--- src/common/mips_ctrl_pkg.sv ---
package mips_ctrl_pkg;

    typedef enum logic [3:0] {
        ALU_ADD,
        ALU_SUB,
        ALU_AND,
        ALU_OR,
        ALU_XOR,
        ALU_NOR,
        ALU_SLT,
        ALU_SLTU,
        ALU_SLL,
        ALU_SRL,
        ALU_SRA,
        ALU_LUI
    } alu_op_e;

    typedef enum logic [1:0] {
        WB_ALU,
        WB_MEM,
        WB_LINK // PC+4, no delay slot.
    } wb_src_e;

    typedef enum logic [2:0] {
        PC_SEQ,
        PC_BRANCH,
        PC_JUMP,
        PC_REG,
        PC_HOLD
    } pc_src_e;

    typedef enum logic {
        ST_RUN,
        ST_HALT
    } core_state_e;

endpackage

--- src/common/mips_isa_pkg.sv ---
package mips_isa_pkg;

    localparam int OPCODE_W = 6;
    localparam int FUNCT_W  = 6;
    localparam int REG_W    = 5;
    localparam int SHAMT_W  = 5;
    localparam int IMM_W    = 16;
    localparam int TARGET_W = 26;

    localparam logic [REG_W-1:0] LINK_REG = 5'd31; // Written by jal.

    typedef enum logic [OPCODE_W-1:0] {
        OP_RTYPE = 6'h00,
        OP_J     = 6'h02,
        OP_JAL   = 6'h03,
        OP_BEQ   = 6'h04,
        OP_BNE   = 6'h05,
        OP_BLEZ  = 6'h06,
        OP_BGTZ  = 6'h07,
        OP_ADDI  = 6'h08,
        OP_ADDIU = 6'h09,
        OP_SLTI  = 6'h0a,
        OP_SLTIU = 6'h0b,
        OP_ANDI  = 6'h0c,
        OP_ORI   = 6'h0d,
        OP_XORI  = 6'h0e,
        OP_LUI   = 6'h0f,
        OP_LW    = 6'h23,
        OP_SW    = 6'h2b
    } opcode_e;

    typedef enum logic [FUNCT_W-1:0] {
        FN_SLL     = 6'h00,
        FN_SRL     = 6'h02,
        FN_SRA     = 6'h03,
        FN_JR      = 6'h08,
        FN_SYSCALL = 6'h0c,
        FN_ADD     = 6'h20,
        FN_ADDU    = 6'h21,
        FN_SUB     = 6'h22,
        FN_SUBU    = 6'h23,
        FN_AND     = 6'h24,
        FN_OR      = 6'h25,
        FN_XOR     = 6'h26,
        FN_NOR     = 6'h27,
        FN_SLT     = 6'h2a,
        FN_SLTU    = 6'h2b
    } funct_e;

endpackage

--- src/datapath/alu.sv ---
module alu (
    input  mips_ctrl_pkg::alu_op_e alu_op,
    input  logic [31:0]            a,
    input  logic [31:0]            b,
    output logic [31:0]            result,
    output logic                   zero,
    output logic                   negative
);

    logic [4:0] sh;

    assign sh = a[4:0]; // Shift count from shamt field.

    always_comb begin
        case (alu_op)
            mips_ctrl_pkg::ALU_ADD:  result = a + b;
            mips_ctrl_pkg::ALU_SUB:  result = a - b;
            mips_ctrl_pkg::ALU_AND:  result = a & b;
            mips_ctrl_pkg::ALU_OR:   result = a | b;
            mips_ctrl_pkg::ALU_XOR:  result = a ^ b;
            mips_ctrl_pkg::ALU_NOR:  result = ~(a | b);
            mips_ctrl_pkg::ALU_SLT:  result = {31'b0, $signed(a) < $signed(b)};
            mips_ctrl_pkg::ALU_SLTU: result = {31'b0, a < b};
            mips_ctrl_pkg::ALU_SLL:  result = b << sh;
            mips_ctrl_pkg::ALU_SRL:  result = b >> sh;
            mips_ctrl_pkg::ALU_SRA:  result = $unsigned($signed(b) >>> sh);
            mips_ctrl_pkg::ALU_LUI:  result = {b[15:0], 16'b0};
            default:                 result = 32'b0;
        endcase
    end

    assign zero     = (result == 32'b0);
    assign negative = result[31];

endmodule

--- src/datapath/data_path.sv ---
module data_path #(
    parameter logic [31:0] RESET_PC = 32'h0
) (
    input  logic                   clk,
    input  logic                   rst_n,
    input  logic [31:0]            inst,
    input  mips_ctrl_pkg::alu_op_e alu_op,
    input  logic                   alu_src_imm,
    input  logic                   shift_src_shamt,
    input  logic                   imm_unsigned,
    input  logic                   reg_dst_rd,
    input  logic                   reg_we,
    input  mips_ctrl_pkg::wb_src_e wb_src,
    input  mips_ctrl_pkg::pc_src_e pc_src,
    input  logic [31:0]            mem_rdata,
    output mips_isa_pkg::opcode_e  opcode,
    output mips_isa_pkg::funct_e   funct,
    output logic                   zero,
    output logic                   negative,
    output logic [31:0]            inst_addr,
    output logic [31:0]            mem_addr,
    output logic [31:0]            mem_wdata
);

    logic [mips_isa_pkg::REG_W-1:0]   rs_num;
    logic [mips_isa_pkg::REG_W-1:0]   rt_num;
    logic [mips_isa_pkg::REG_W-1:0]   rd_field;
    logic [mips_isa_pkg::REG_W-1:0]   dst_num;
    logic [mips_isa_pkg::SHAMT_W-1:0] shamt;
    logic [mips_isa_pkg::IMM_W-1:0]   imm16;
    logic [31:0]                      imm_ext;
    logic [31:0]                      rs_data;
    logic [31:0]                      rt_data;
    logic [31:0]                      alu_a;
    logic [31:0]                      alu_b;
    logic [31:0]                      alu_result;
    logic [31:0]                      wb_data;
    logic [31:0]                      pc_plus4;

    assign opcode   = mips_isa_pkg::opcode_e'(inst[31:26]);
    assign funct    = mips_isa_pkg::funct_e'(inst[5:0]);
    assign rs_num   = inst[25:21];
    assign rt_num   = inst[20:16];
    assign rd_field = inst[15:11];
    assign shamt    = inst[10:6];
    assign imm16    = inst[15:0];

    assign imm_ext = imm_unsigned ? {16'b0, imm16} : {{16{imm16[15]}}, imm16};
    assign alu_a   = shift_src_shamt ? {{(32 - mips_isa_pkg::SHAMT_W){1'b0}}, shamt} : rs_data;
    assign alu_b   = alu_src_imm ? imm_ext : rt_data;

    // Only jal writes back the link value.
    assign dst_num = (wb_src == mips_ctrl_pkg::WB_LINK) ? mips_isa_pkg::LINK_REG :
                     reg_dst_rd                         ? rd_field : rt_num;

    always_comb begin
        case (wb_src)
            mips_ctrl_pkg::WB_MEM:  wb_data = mem_rdata;
            mips_ctrl_pkg::WB_LINK: wb_data = pc_plus4;
            default:                wb_data = alu_result;
        endcase
    end

    assign mem_addr  = alu_result;
    assign mem_wdata = rt_data;

    alu i_alu (
        .alu_op   (alu_op),
        .a        (alu_a),
        .b        (alu_b),
        .result   (alu_result),
        .zero     (zero),
        .negative (negative)
    );

    reg_file i_reg_file (
        .clk     (clk),
        .rst_n   (rst_n),
        .rs_num  (rs_num),
        .rt_num  (rt_num),
        .rd_num  (dst_num),
        .rd_data (wb_data),
        .rd_we   (reg_we),
        .rs_data (rs_data),
        .rt_data (rt_data)
    );

    pc_unit #(
        .RESET_PC (RESET_PC)
    ) i_pc_unit (
        .clk      (clk),
        .rst_n    (rst_n),
        .pc_src   (pc_src),
        .imm16    (imm16),
        .target26 (inst[25:0]),
        .rs_data  (rs_data),
        .pc       (inst_addr),
        .pc_plus4 (pc_plus4)
    );

endmodule

--- src/datapath/pc_unit.sv ---
module pc_unit #(
    parameter logic [31:0] RESET_PC = 32'h0
) (
    input  logic                              clk,
    input  logic                              rst_n,
    input  mips_ctrl_pkg::pc_src_e            pc_src,
    input  logic [mips_isa_pkg::IMM_W-1:0]    imm16,
    input  logic [mips_isa_pkg::TARGET_W-1:0] target26,
    input  logic [31:0]                       rs_data,
    output logic [31:0]                       pc,
    output logic [31:0]                       pc_plus4
);

    logic [31:0] branch_target;
    logic [31:0] jump_target;
    logic [31:0] pc_next;

    assign pc_plus4      = pc + 32'd4;
    assign branch_target = pc_plus4 + {{14{imm16[15]}}, imm16, 2'b00};
    assign jump_target   = {pc_plus4[31:28], target26, 2'b00}; // Same 256 MB region.

    always_comb begin
        case (pc_src)
            mips_ctrl_pkg::PC_BRANCH: pc_next = branch_target;
            mips_ctrl_pkg::PC_JUMP:   pc_next = jump_target;
            mips_ctrl_pkg::PC_REG:    pc_next = rs_data;
            mips_ctrl_pkg::PC_HOLD:   pc_next = pc;
            default:                  pc_next = pc_plus4;
        endcase
    end

    always_ff @(posedge clk or negedge rst_n) begin
        if (!rst_n) begin
            pc <= RESET_PC;
        end else begin
            pc <= pc_next;
        end
    end

endmodule

--- src/datapath/reg_file.sv ---
module reg_file (
    input  logic                           clk,
    input  logic                           rst_n,
    input  logic [mips_isa_pkg::REG_W-1:0] rs_num,
    input  logic [mips_isa_pkg::REG_W-1:0] rt_num,
    input  logic [mips_isa_pkg::REG_W-1:0] rd_num,
    input  logic [31:0]                    rd_data,
    input  logic                           rd_we,
    output logic [31:0]                    rs_data,
    output logic [31:0]                    rt_data
);

    logic [31:0] regs [32];

    always_ff @(posedge clk or negedge rst_n) begin
        if (!rst_n) begin
            for (int i = 0; i < 32; i++) begin
                regs[i] <= 32'b0;
            end
        end else if (rd_we && rd_num != '0) begin
            regs[rd_num] <= rd_data;
        end
    end

    // $zero reads as zero regardless of writes.
    assign rs_data = (rs_num == '0) ? 32'b0 : regs[rs_num];
    assign rt_data = (rt_num == '0) ? 32'b0 : regs[rt_num];

endmodule

--- src/rtl/control_unit.sv ---
module control_unit (
    input  logic                   clk,
    input  logic                   rst_n,
    input  mips_isa_pkg::opcode_e  opcode,
    input  mips_isa_pkg::funct_e   funct,
    input  logic                   zero,
    input  logic                   negative,
    output mips_ctrl_pkg::alu_op_e alu_op,
    output logic                   alu_src_imm,
    output logic                   shift_src_shamt,
    output logic                   imm_unsigned,
    output logic                   reg_dst_rd,
    output logic                   reg_we,
    output logic                   mem_we,
    output mips_ctrl_pkg::wb_src_e wb_src,
    output mips_ctrl_pkg::pc_src_e pc_src,
    output logic                   halted
);

    mips_ctrl_pkg::core_state_e state;
    mips_ctrl_pkg::pc_src_e     pc_src_dec;
    logic                       reg_we_dec;
    logic                       mem_we_dec;
    logic                       syscall_dec;
    logic                       write_ok;

    always_comb begin
        alu_op          = mips_ctrl_pkg::ALU_ADD;
        alu_src_imm     = 1'b0;
        shift_src_shamt = 1'b0;
        imm_unsigned    = 1'b0;
        reg_dst_rd      = 1'b0;
        reg_we_dec      = 1'b0;
        mem_we_dec      = 1'b0;
        wb_src          = mips_ctrl_pkg::WB_ALU;
        pc_src_dec      = mips_ctrl_pkg::PC_SEQ;
        syscall_dec     = 1'b0;
        case (opcode)
            mips_isa_pkg::OP_RTYPE: begin
                reg_dst_rd = 1'b1;
                reg_we_dec = 1'b1;
                case (funct)
                    mips_isa_pkg::FN_SLL: begin
                        alu_op          = mips_ctrl_pkg::ALU_SLL;
                        shift_src_shamt = 1'b1;
                    end
                    mips_isa_pkg::FN_SRL: begin
                        alu_op          = mips_ctrl_pkg::ALU_SRL;
                        shift_src_shamt = 1'b1;
                    end
                    mips_isa_pkg::FN_SRA: begin
                        alu_op          = mips_ctrl_pkg::ALU_SRA;
                        shift_src_shamt = 1'b1;
                    end
                    mips_isa_pkg::FN_JR: begin
                        reg_we_dec = 1'b0;
                        pc_src_dec = mips_ctrl_pkg::PC_REG;
                    end
                    mips_isa_pkg::FN_SYSCALL: begin
                        reg_we_dec  = 1'b0;
                        syscall_dec = 1'b1;
                    end
                    mips_isa_pkg::FN_ADD, mips_isa_pkg::FN_ADDU: alu_op = mips_ctrl_pkg::ALU_ADD;
                    mips_isa_pkg::FN_SUB, mips_isa_pkg::FN_SUBU: alu_op = mips_ctrl_pkg::ALU_SUB;
                    mips_isa_pkg::FN_AND:  alu_op = mips_ctrl_pkg::ALU_AND;
                    mips_isa_pkg::FN_OR:   alu_op = mips_ctrl_pkg::ALU_OR;
                    mips_isa_pkg::FN_XOR:  alu_op = mips_ctrl_pkg::ALU_XOR;
                    mips_isa_pkg::FN_NOR:  alu_op = mips_ctrl_pkg::ALU_NOR;
                    mips_isa_pkg::FN_SLT:  alu_op = mips_ctrl_pkg::ALU_SLT;
                    mips_isa_pkg::FN_SLTU: alu_op = mips_ctrl_pkg::ALU_SLTU;
                    default: reg_we_dec = 1'b0; // Unknown funct is a no-op.
                endcase
            end
            mips_isa_pkg::OP_J:   pc_src_dec = mips_ctrl_pkg::PC_JUMP;
            mips_isa_pkg::OP_JAL: begin
                reg_we_dec = 1'b1;
                wb_src     = mips_ctrl_pkg::WB_LINK;
                pc_src_dec = mips_ctrl_pkg::PC_JUMP;
            end
            // Branches compare rs against rt; blez and bgtz encode rt as $0.
            mips_isa_pkg::OP_BEQ, mips_isa_pkg::OP_BNE,
            mips_isa_pkg::OP_BLEZ, mips_isa_pkg::OP_BGTZ: begin
                alu_op = mips_ctrl_pkg::ALU_SUB;
                if ((opcode == mips_isa_pkg::OP_BEQ  && zero) ||
                    (opcode == mips_isa_pkg::OP_BNE  && !zero) ||
                    (opcode == mips_isa_pkg::OP_BLEZ && (zero || negative)) ||
                    (opcode == mips_isa_pkg::OP_BGTZ && !zero && !negative)) begin
                    pc_src_dec = mips_ctrl_pkg::PC_BRANCH;
                end
            end
            mips_isa_pkg::OP_ADDI, mips_isa_pkg::OP_ADDIU: begin
                alu_src_imm = 1'b1;
                reg_we_dec  = 1'b1;
            end
            mips_isa_pkg::OP_SLTI, mips_isa_pkg::OP_SLTIU: begin
                alu_op      = (opcode == mips_isa_pkg::OP_SLTI) ? mips_ctrl_pkg::ALU_SLT
                                                                : mips_ctrl_pkg::ALU_SLTU;
                alu_src_imm = 1'b1;
                reg_we_dec  = 1'b1;
            end
            mips_isa_pkg::OP_ANDI, mips_isa_pkg::OP_ORI, mips_isa_pkg::OP_XORI: begin
                alu_op       = (opcode == mips_isa_pkg::OP_ANDI) ? mips_ctrl_pkg::ALU_AND :
                               (opcode == mips_isa_pkg::OP_ORI)  ? mips_ctrl_pkg::ALU_OR  :
                                                                   mips_ctrl_pkg::ALU_XOR;
                alu_src_imm  = 1'b1;
                imm_unsigned = 1'b1;
                reg_we_dec   = 1'b1;
            end
            mips_isa_pkg::OP_LUI: begin
                alu_op      = mips_ctrl_pkg::ALU_LUI;
                alu_src_imm = 1'b1;
                reg_we_dec  = 1'b1;
            end
            mips_isa_pkg::OP_LW: begin
                alu_src_imm = 1'b1;
                reg_we_dec  = 1'b1;
                wb_src      = mips_ctrl_pkg::WB_MEM;
            end
            mips_isa_pkg::OP_SW: begin
                alu_src_imm = 1'b1;
                mem_we_dec  = 1'b1;
            end
            default: ;
        endcase
    end

    always_ff @(posedge clk or negedge rst_n) begin
        if (!rst_n) begin
            state <= mips_ctrl_pkg::ST_RUN;
        end else if (syscall_dec) begin
            state <= mips_ctrl_pkg::ST_HALT; // Sticky until reset.
        end
    end

    assign halted   = (state == mips_ctrl_pkg::ST_HALT);
    assign write_ok = rst_n && !halted;
    assign reg_we   = reg_we_dec && write_ok;
    assign mem_we   = mem_we_dec && write_ok;
    assign pc_src   = (halted || syscall_dec) ? mips_ctrl_pkg::PC_HOLD : pc_src_dec;

endmodule

--- src/rtl/mips_core.sv ---
module mips_core #(
    parameter logic [31:0] RESET_PC = 32'h0
) (
    input  logic        clk,
    input  logic        rst_n,
    input  logic [31:0] inst,
    input  logic [31:0] mem_rdata,
    output logic [31:0] inst_addr,
    output logic [31:0] mem_addr,
    output logic [31:0] mem_wdata,
    output logic        mem_we,
    output logic        halted
);

    mips_isa_pkg::opcode_e  opcode;
    mips_isa_pkg::funct_e   funct;
    mips_ctrl_pkg::alu_op_e alu_op;
    mips_ctrl_pkg::wb_src_e wb_src;
    mips_ctrl_pkg::pc_src_e pc_src;
    logic                   zero;
    logic                   negative;
    logic                   alu_src_imm;
    logic                   shift_src_shamt;
    logic                   imm_unsigned;
    logic                   reg_dst_rd;
    logic                   reg_we;

    control_unit i_control_unit (
        .clk             (clk),
        .rst_n           (rst_n),
        .opcode          (opcode),
        .funct           (funct),
        .zero            (zero),
        .negative        (negative),
        .alu_op          (alu_op),
        .alu_src_imm     (alu_src_imm),
        .shift_src_shamt (shift_src_shamt),
        .imm_unsigned    (imm_unsigned),
        .reg_dst_rd      (reg_dst_rd),
        .reg_we          (reg_we),
        .mem_we          (mem_we),
        .wb_src          (wb_src),
        .pc_src          (pc_src),
        .halted          (halted)
    );

    data_path #(
        .RESET_PC (RESET_PC)
    ) i_data_path (
        .clk             (clk),
        .rst_n           (rst_n),
        .inst            (inst),
        .alu_op          (alu_op),
        .alu_src_imm     (alu_src_imm),
        .shift_src_shamt (shift_src_shamt),
        .imm_unsigned    (imm_unsigned),
        .reg_dst_rd      (reg_dst_rd),
        .reg_we          (reg_we),
        .wb_src          (wb_src),
        .pc_src          (pc_src),
        .mem_rdata       (mem_rdata),
        .opcode          (opcode),
        .funct           (funct),
        .zero            (zero),
        .negative        (negative),
        .inst_addr       (inst_addr),
        .mem_addr        (mem_addr),
        .mem_wdata       (mem_wdata)
    );

endmodule
--- config.mk ---
export PLATFORM = sky130hd
export DESIGN_NAME = mips_core
export DESIGN_NICKNAME = d
export VERILOG_FILES = /design/src/common/mips_ctrl_pkg.sv /design/src/common/mips_isa_pkg.sv /design/src/datapath/alu.sv /design/src/datapath/data_path.sv /design/src/datapath/pc_unit.sv /design/src/datapath/reg_file.sv /design/src/rtl/control_unit.sv /design/src/rtl/mips_core.sv
export SDC_FILE = /design/constraint.sdc
export NUM_CORES = 2
export LEC_CHECK = 0
export BUFFER_PORTS_ARGS = -buffer_cell sky130_fd_sc_hd__clkbuf_2
export CORE_AREA = 3 3 468 470
export DETAILED_ROUTE_END_ITERATION = 6
export DIE_AREA = 0 0 471 473
export GPL_TIMING_DRIVEN = 0
export PLACE_DENSITY = 0.46
export SYNTH_ARGS = -nofsm -noshare
export SYNTH_HDL_FRONTEND = slang
export SYNTH_HIERARCHICAL = 1
export SYNTH_SLANG_ARGS = --single-unit
--- constraint.sdc ---
create_clock -name clk -period 23.1 [get_ports clk]
set_clock_uncertainty 0.05 [all_clocks]
set_input_delay 0 -clock clk [delete_from_list [all_inputs] [get_ports clk]]
set_output_delay 0 -clock clk [all_outputs]
set_load 0.05 [all_outputs]
==> summary.md <==
| Metric | Value |
|---|---|
| Via/cell ratio | 6.50 |
| Fin. Hold Viols | 0 |
| Fraction of layout cells with a size suffix above 1 | between 30% and 40% |
| Site Rows | 170 |
| GRT Overall Usage | 33.4% |
| First-pass GRT wire length | about 510000 µm |
| Hold slack | approximately 0.046 ns |
| Total gr overflow | 0 |
| Unrepaired setup endpoints after global routing | no |
| Post-DR wirelength/cell | around 40 µm |
| DRT Pass-1 Iters | 7 |
| Crit Path Max Fanout | 10 |
| Syn Area/Cell | 11.8 µm² |
| Die area | ~220000 µm² |
| CP most frequent cell | clkbuf_1 |
| Placer Congestion | about 1.0 |
| VDD IR max | ~0.070 mV |
| Outcome | finished, violations left |
| Clock latency on the worst-skew pair | approximately 0.80 ns |
| CTS Buf Count | between 100 and 150 |
| Root Driver | clkbuf_16 |
| Maxcap violations | 23 |
| Fmax | 0.0646 GHz |
| Post-synthesis sequential area ratio | a little under two fifths |
| Fill cells | between 20k and 25k |
| Worst Hold Class | input port to register |
| Drt drc | 1 |
| Crit. End Element | register |
| Post-layout nets | around 6.6k |
| Synth area leader | dfrtp_1 |
| Vias | about 61k |
| Top_reg_cell synth | dfrtp_1 |
| H-tree depth | 3 |
| Pin count of the biggest net entering global routing | 110 |
| Largest cells by area after synthesis | dfrtp_1, mux2_2, mux4_2, mux2i_1, ha_1 |
| WS Path Type | input port to register |
| Final wirelength | 384000 µm |
| Most instantiated cells after synthesis | dfrtp_1, mux2_2, mux4_2, clkbuf_1, mux2i_1 |
| Arr. time, crit path | about 16 ns |
| Worst Tran Pin Value | 1.66 ns |
| Fin crit period | 15.49 ns |
| Post-synth top area share | roughly 37% |
| Post-CTS setup buffers | 0 |
| Crit start category | input port |
| Number of warnings issued by yosys | 6 |
| Core area | approximately 210000 µm² |
| Syn_nets | 6218 |
| Count leader, synth | dfrtp_1 |
| Dpl cell area | 76600 µm² |
| Number of synthesized register bits | about 1.1k |
| Failing checks | DRC, capacitance limit, slew limit |
| Final instance area | approximately 80000 µm² |
| Synthesized instance count | between 6k and 7k |
| Leak | about 36 nW |
| Synth cell types | 117 |
| Final Cycle Share | between 60% and 70% |
| CP peak stage delay | between 1 and 1.5 ns |
| # setup viols final | 0 |
| CP max-delay cell | clkbuf_1 |
| Worst slew margin | -11.6% |
| Power per cell area | ~64 nW/µm² |
| Synth async-reset ratio | 100% |
| Port Buffers | about 160 |
| Syn-to-layout area delta | 14.3% |
| Setup slack, reg-to-reg | slightly above 9 ns |
| Final ANT Viol Nets | 0 |
| DP HPWL | between 200000 and 300000 µm |
| Initial Util | between 30% and 40% |
| TritonCTS clock tree | yes |
| DRT iter0 DRCs | ~7.9k |
| PnR Total Power | approximately 5.2 mW |
| CP required | 23.72 ns |
| CTS clk-pin slew, worst paths | about 0.070 ns |
| Post-synth design cell area | between 70000 and 80000 µm² |
| DIE WIDTH | 471 µm |
| CTS Buffer Depth | 3 |
| # IOs | between 150 and 200 |
| Post-synth EDFFs | 0 |
| Initial antenna violation count | 29 |
| Vias in the first global route | between 50k and 60k |
| Pins Over Slew Limit | between 100 and 150 |
| TNS Setup | 0 ns |
| Vert. Die Dim | ~470 µm |
| Clock sink count | about 1.1k |
[final timing paths]
path,start,to,cells past startpoint
setup / recovery,inst[22],i_data_path/i_pc_unit/pc[20]$_DFFE_PN0P_,39
hold / removal,mem_rdata[18],i_data_path/i_reg_file/regs[18]$_DFFE_PN0P_,5
setup reg to reg,i_data_path/i_reg_file/regs[130]$_DFFE_PN0P_,i_data_path/i_pc_unit/pc[20]$_DFFE_PN0P_,35
hold reg to reg,i_data_path/i_reg_file/regs[1005]$_DFFE_PN0P_,i_data_path/i_reg_file/regs[1005]$_DFFE_PN0P_,1
max in group asynchronous,rst_n,i_data_path/i_reg_file/regs[265]$_DFFE_PN0P_,8
min in group asynchronous,rst_n,i_data_path/i_reg_file/regs[729]$_DFFE_PN0P_,4
[power by group]
part           switching [mW]  internal, mW  total [mW]
logic                   0.980         0.297        1.28
clock network           0.853          1.19        2.04
registers             0.00259          1.85        1.86
[registers in the layout (all words and copies together), names as in the netlist]
register                     count
i_data_path/i_pc_unit/pc        32
i_data_path/i_reg_file/regs   1024
i_control_unit/halted            1
[area by class of cell]
class | instances | area, µm² | share of cell area, %
well taps | 2838 | 3550 | 4.37
clock inverters | 52 | 619 | 0.763
repair buffers | 261 | 2110 | 2.60
plain buffers | 632 | 2990 | 3.68
diodes | 17 | 42.5 | 0.0524
flip-flops and latches | 1057 | 26500 | 32.6
inverters | 135 | 507 | 0.624
clock buffers | 169 | 3540 | 4.36
multi-input cells | 4191 | 41400 | 51.0
[placed cells by master (no fill, tap or decap), types with 22 or more instances in the layout]
cell and instances:
a211oi_1 89, a21o_1 41, a21oi_1 197, a22o_1 58, a22oi_1 122, a31oi_1 30
and2_1 31, and3_1 22, buf_1 62, buf_2 164, buf_4 73, buf_6 34
clkbuf_1 336, clkbuf_16 122, clkbuf_2 174, clkbuf_8 32, clkinv_2 28, dfrtp_1 1057
dlygate4sd3_1 35, ha_1 134, inv_1 132, mux2_2 1055, mux2i_1 306, mux4_2 448
nand2_1 259, nand2b_1 31, nand3_1 83, nand4_1 25, nor2_1 221, nor2b_1 102
nor3_1 74, o211ai_1 31, o21ai_0 134, o21ai_1 29, o221ai_1 44, o22ai_1 68
o31ai_1 27, o32ai_1 22, xnor2_1 48
[metrics by stage]
stage | worst slack (ns) | util (%) | std cells
2_1_floorplan | 14.24 | - | 6015
3_3_place_gp | -5.56 | 35.1 | 9010
3_5_place_dp | 8.60 | 35.6 | 9074
4_1_cts | 8.49 | 37.7 | 9330
5_1_grt | 7.98 | 37.8 | 9338
6_report | 7.61 | 37.8 | 9352
[logic make-up after synthesis]
group | Yosys count | share of synthesized area (%)
mux | 1843 | 36.1
compound gates | 1128 | 11.1
flops | 1057 | 37.2
simple gates | 1004 | 7.16
buf+inv | 767 | 4.89
fa+ha+maj | 149 | 2.62
xor+xnor | 67 | 0.826
[worst max-delay path: cells and delay by family]
| kind | cells | cell delay (ns) |
|---|---|---|
| buf+inv | 14 | 7.68 |
| simple gates | 8 | 2.57 |
| fa+ha+maj | 1 | 0.37 |
| compound gates | 13 | 4.46 |
| mux | 2 | 0.73 |
| xor+xnor | 1 | 0.16 |
[repair_timing]
| item | in CTS | in global routing |
|---|---|---|
| hold endpoints to repair | 357 | 1 |
| endpoints found under the setup margin | 0 | 0 |
| hold buffers | 35 | 1 |
| gates resized for setup | 0 | 0 |
[routing by layer]
| layer | up-vias | global-route usage, % | part of all wire, % |
|---|---|---|---|
| met5 | - | 0 | 0.030 |
| met4 | 16 | 19.7 | 6.9 |
| met3 | 900 | 11.7 | 11 |
| met2 | 3910 | 48.3 | 42 |
| met1 | 32100 | 43.1 | 40 |
| li1 | 23900 | - | - |
Note: power is estimated with default switching activity, not from simulation.
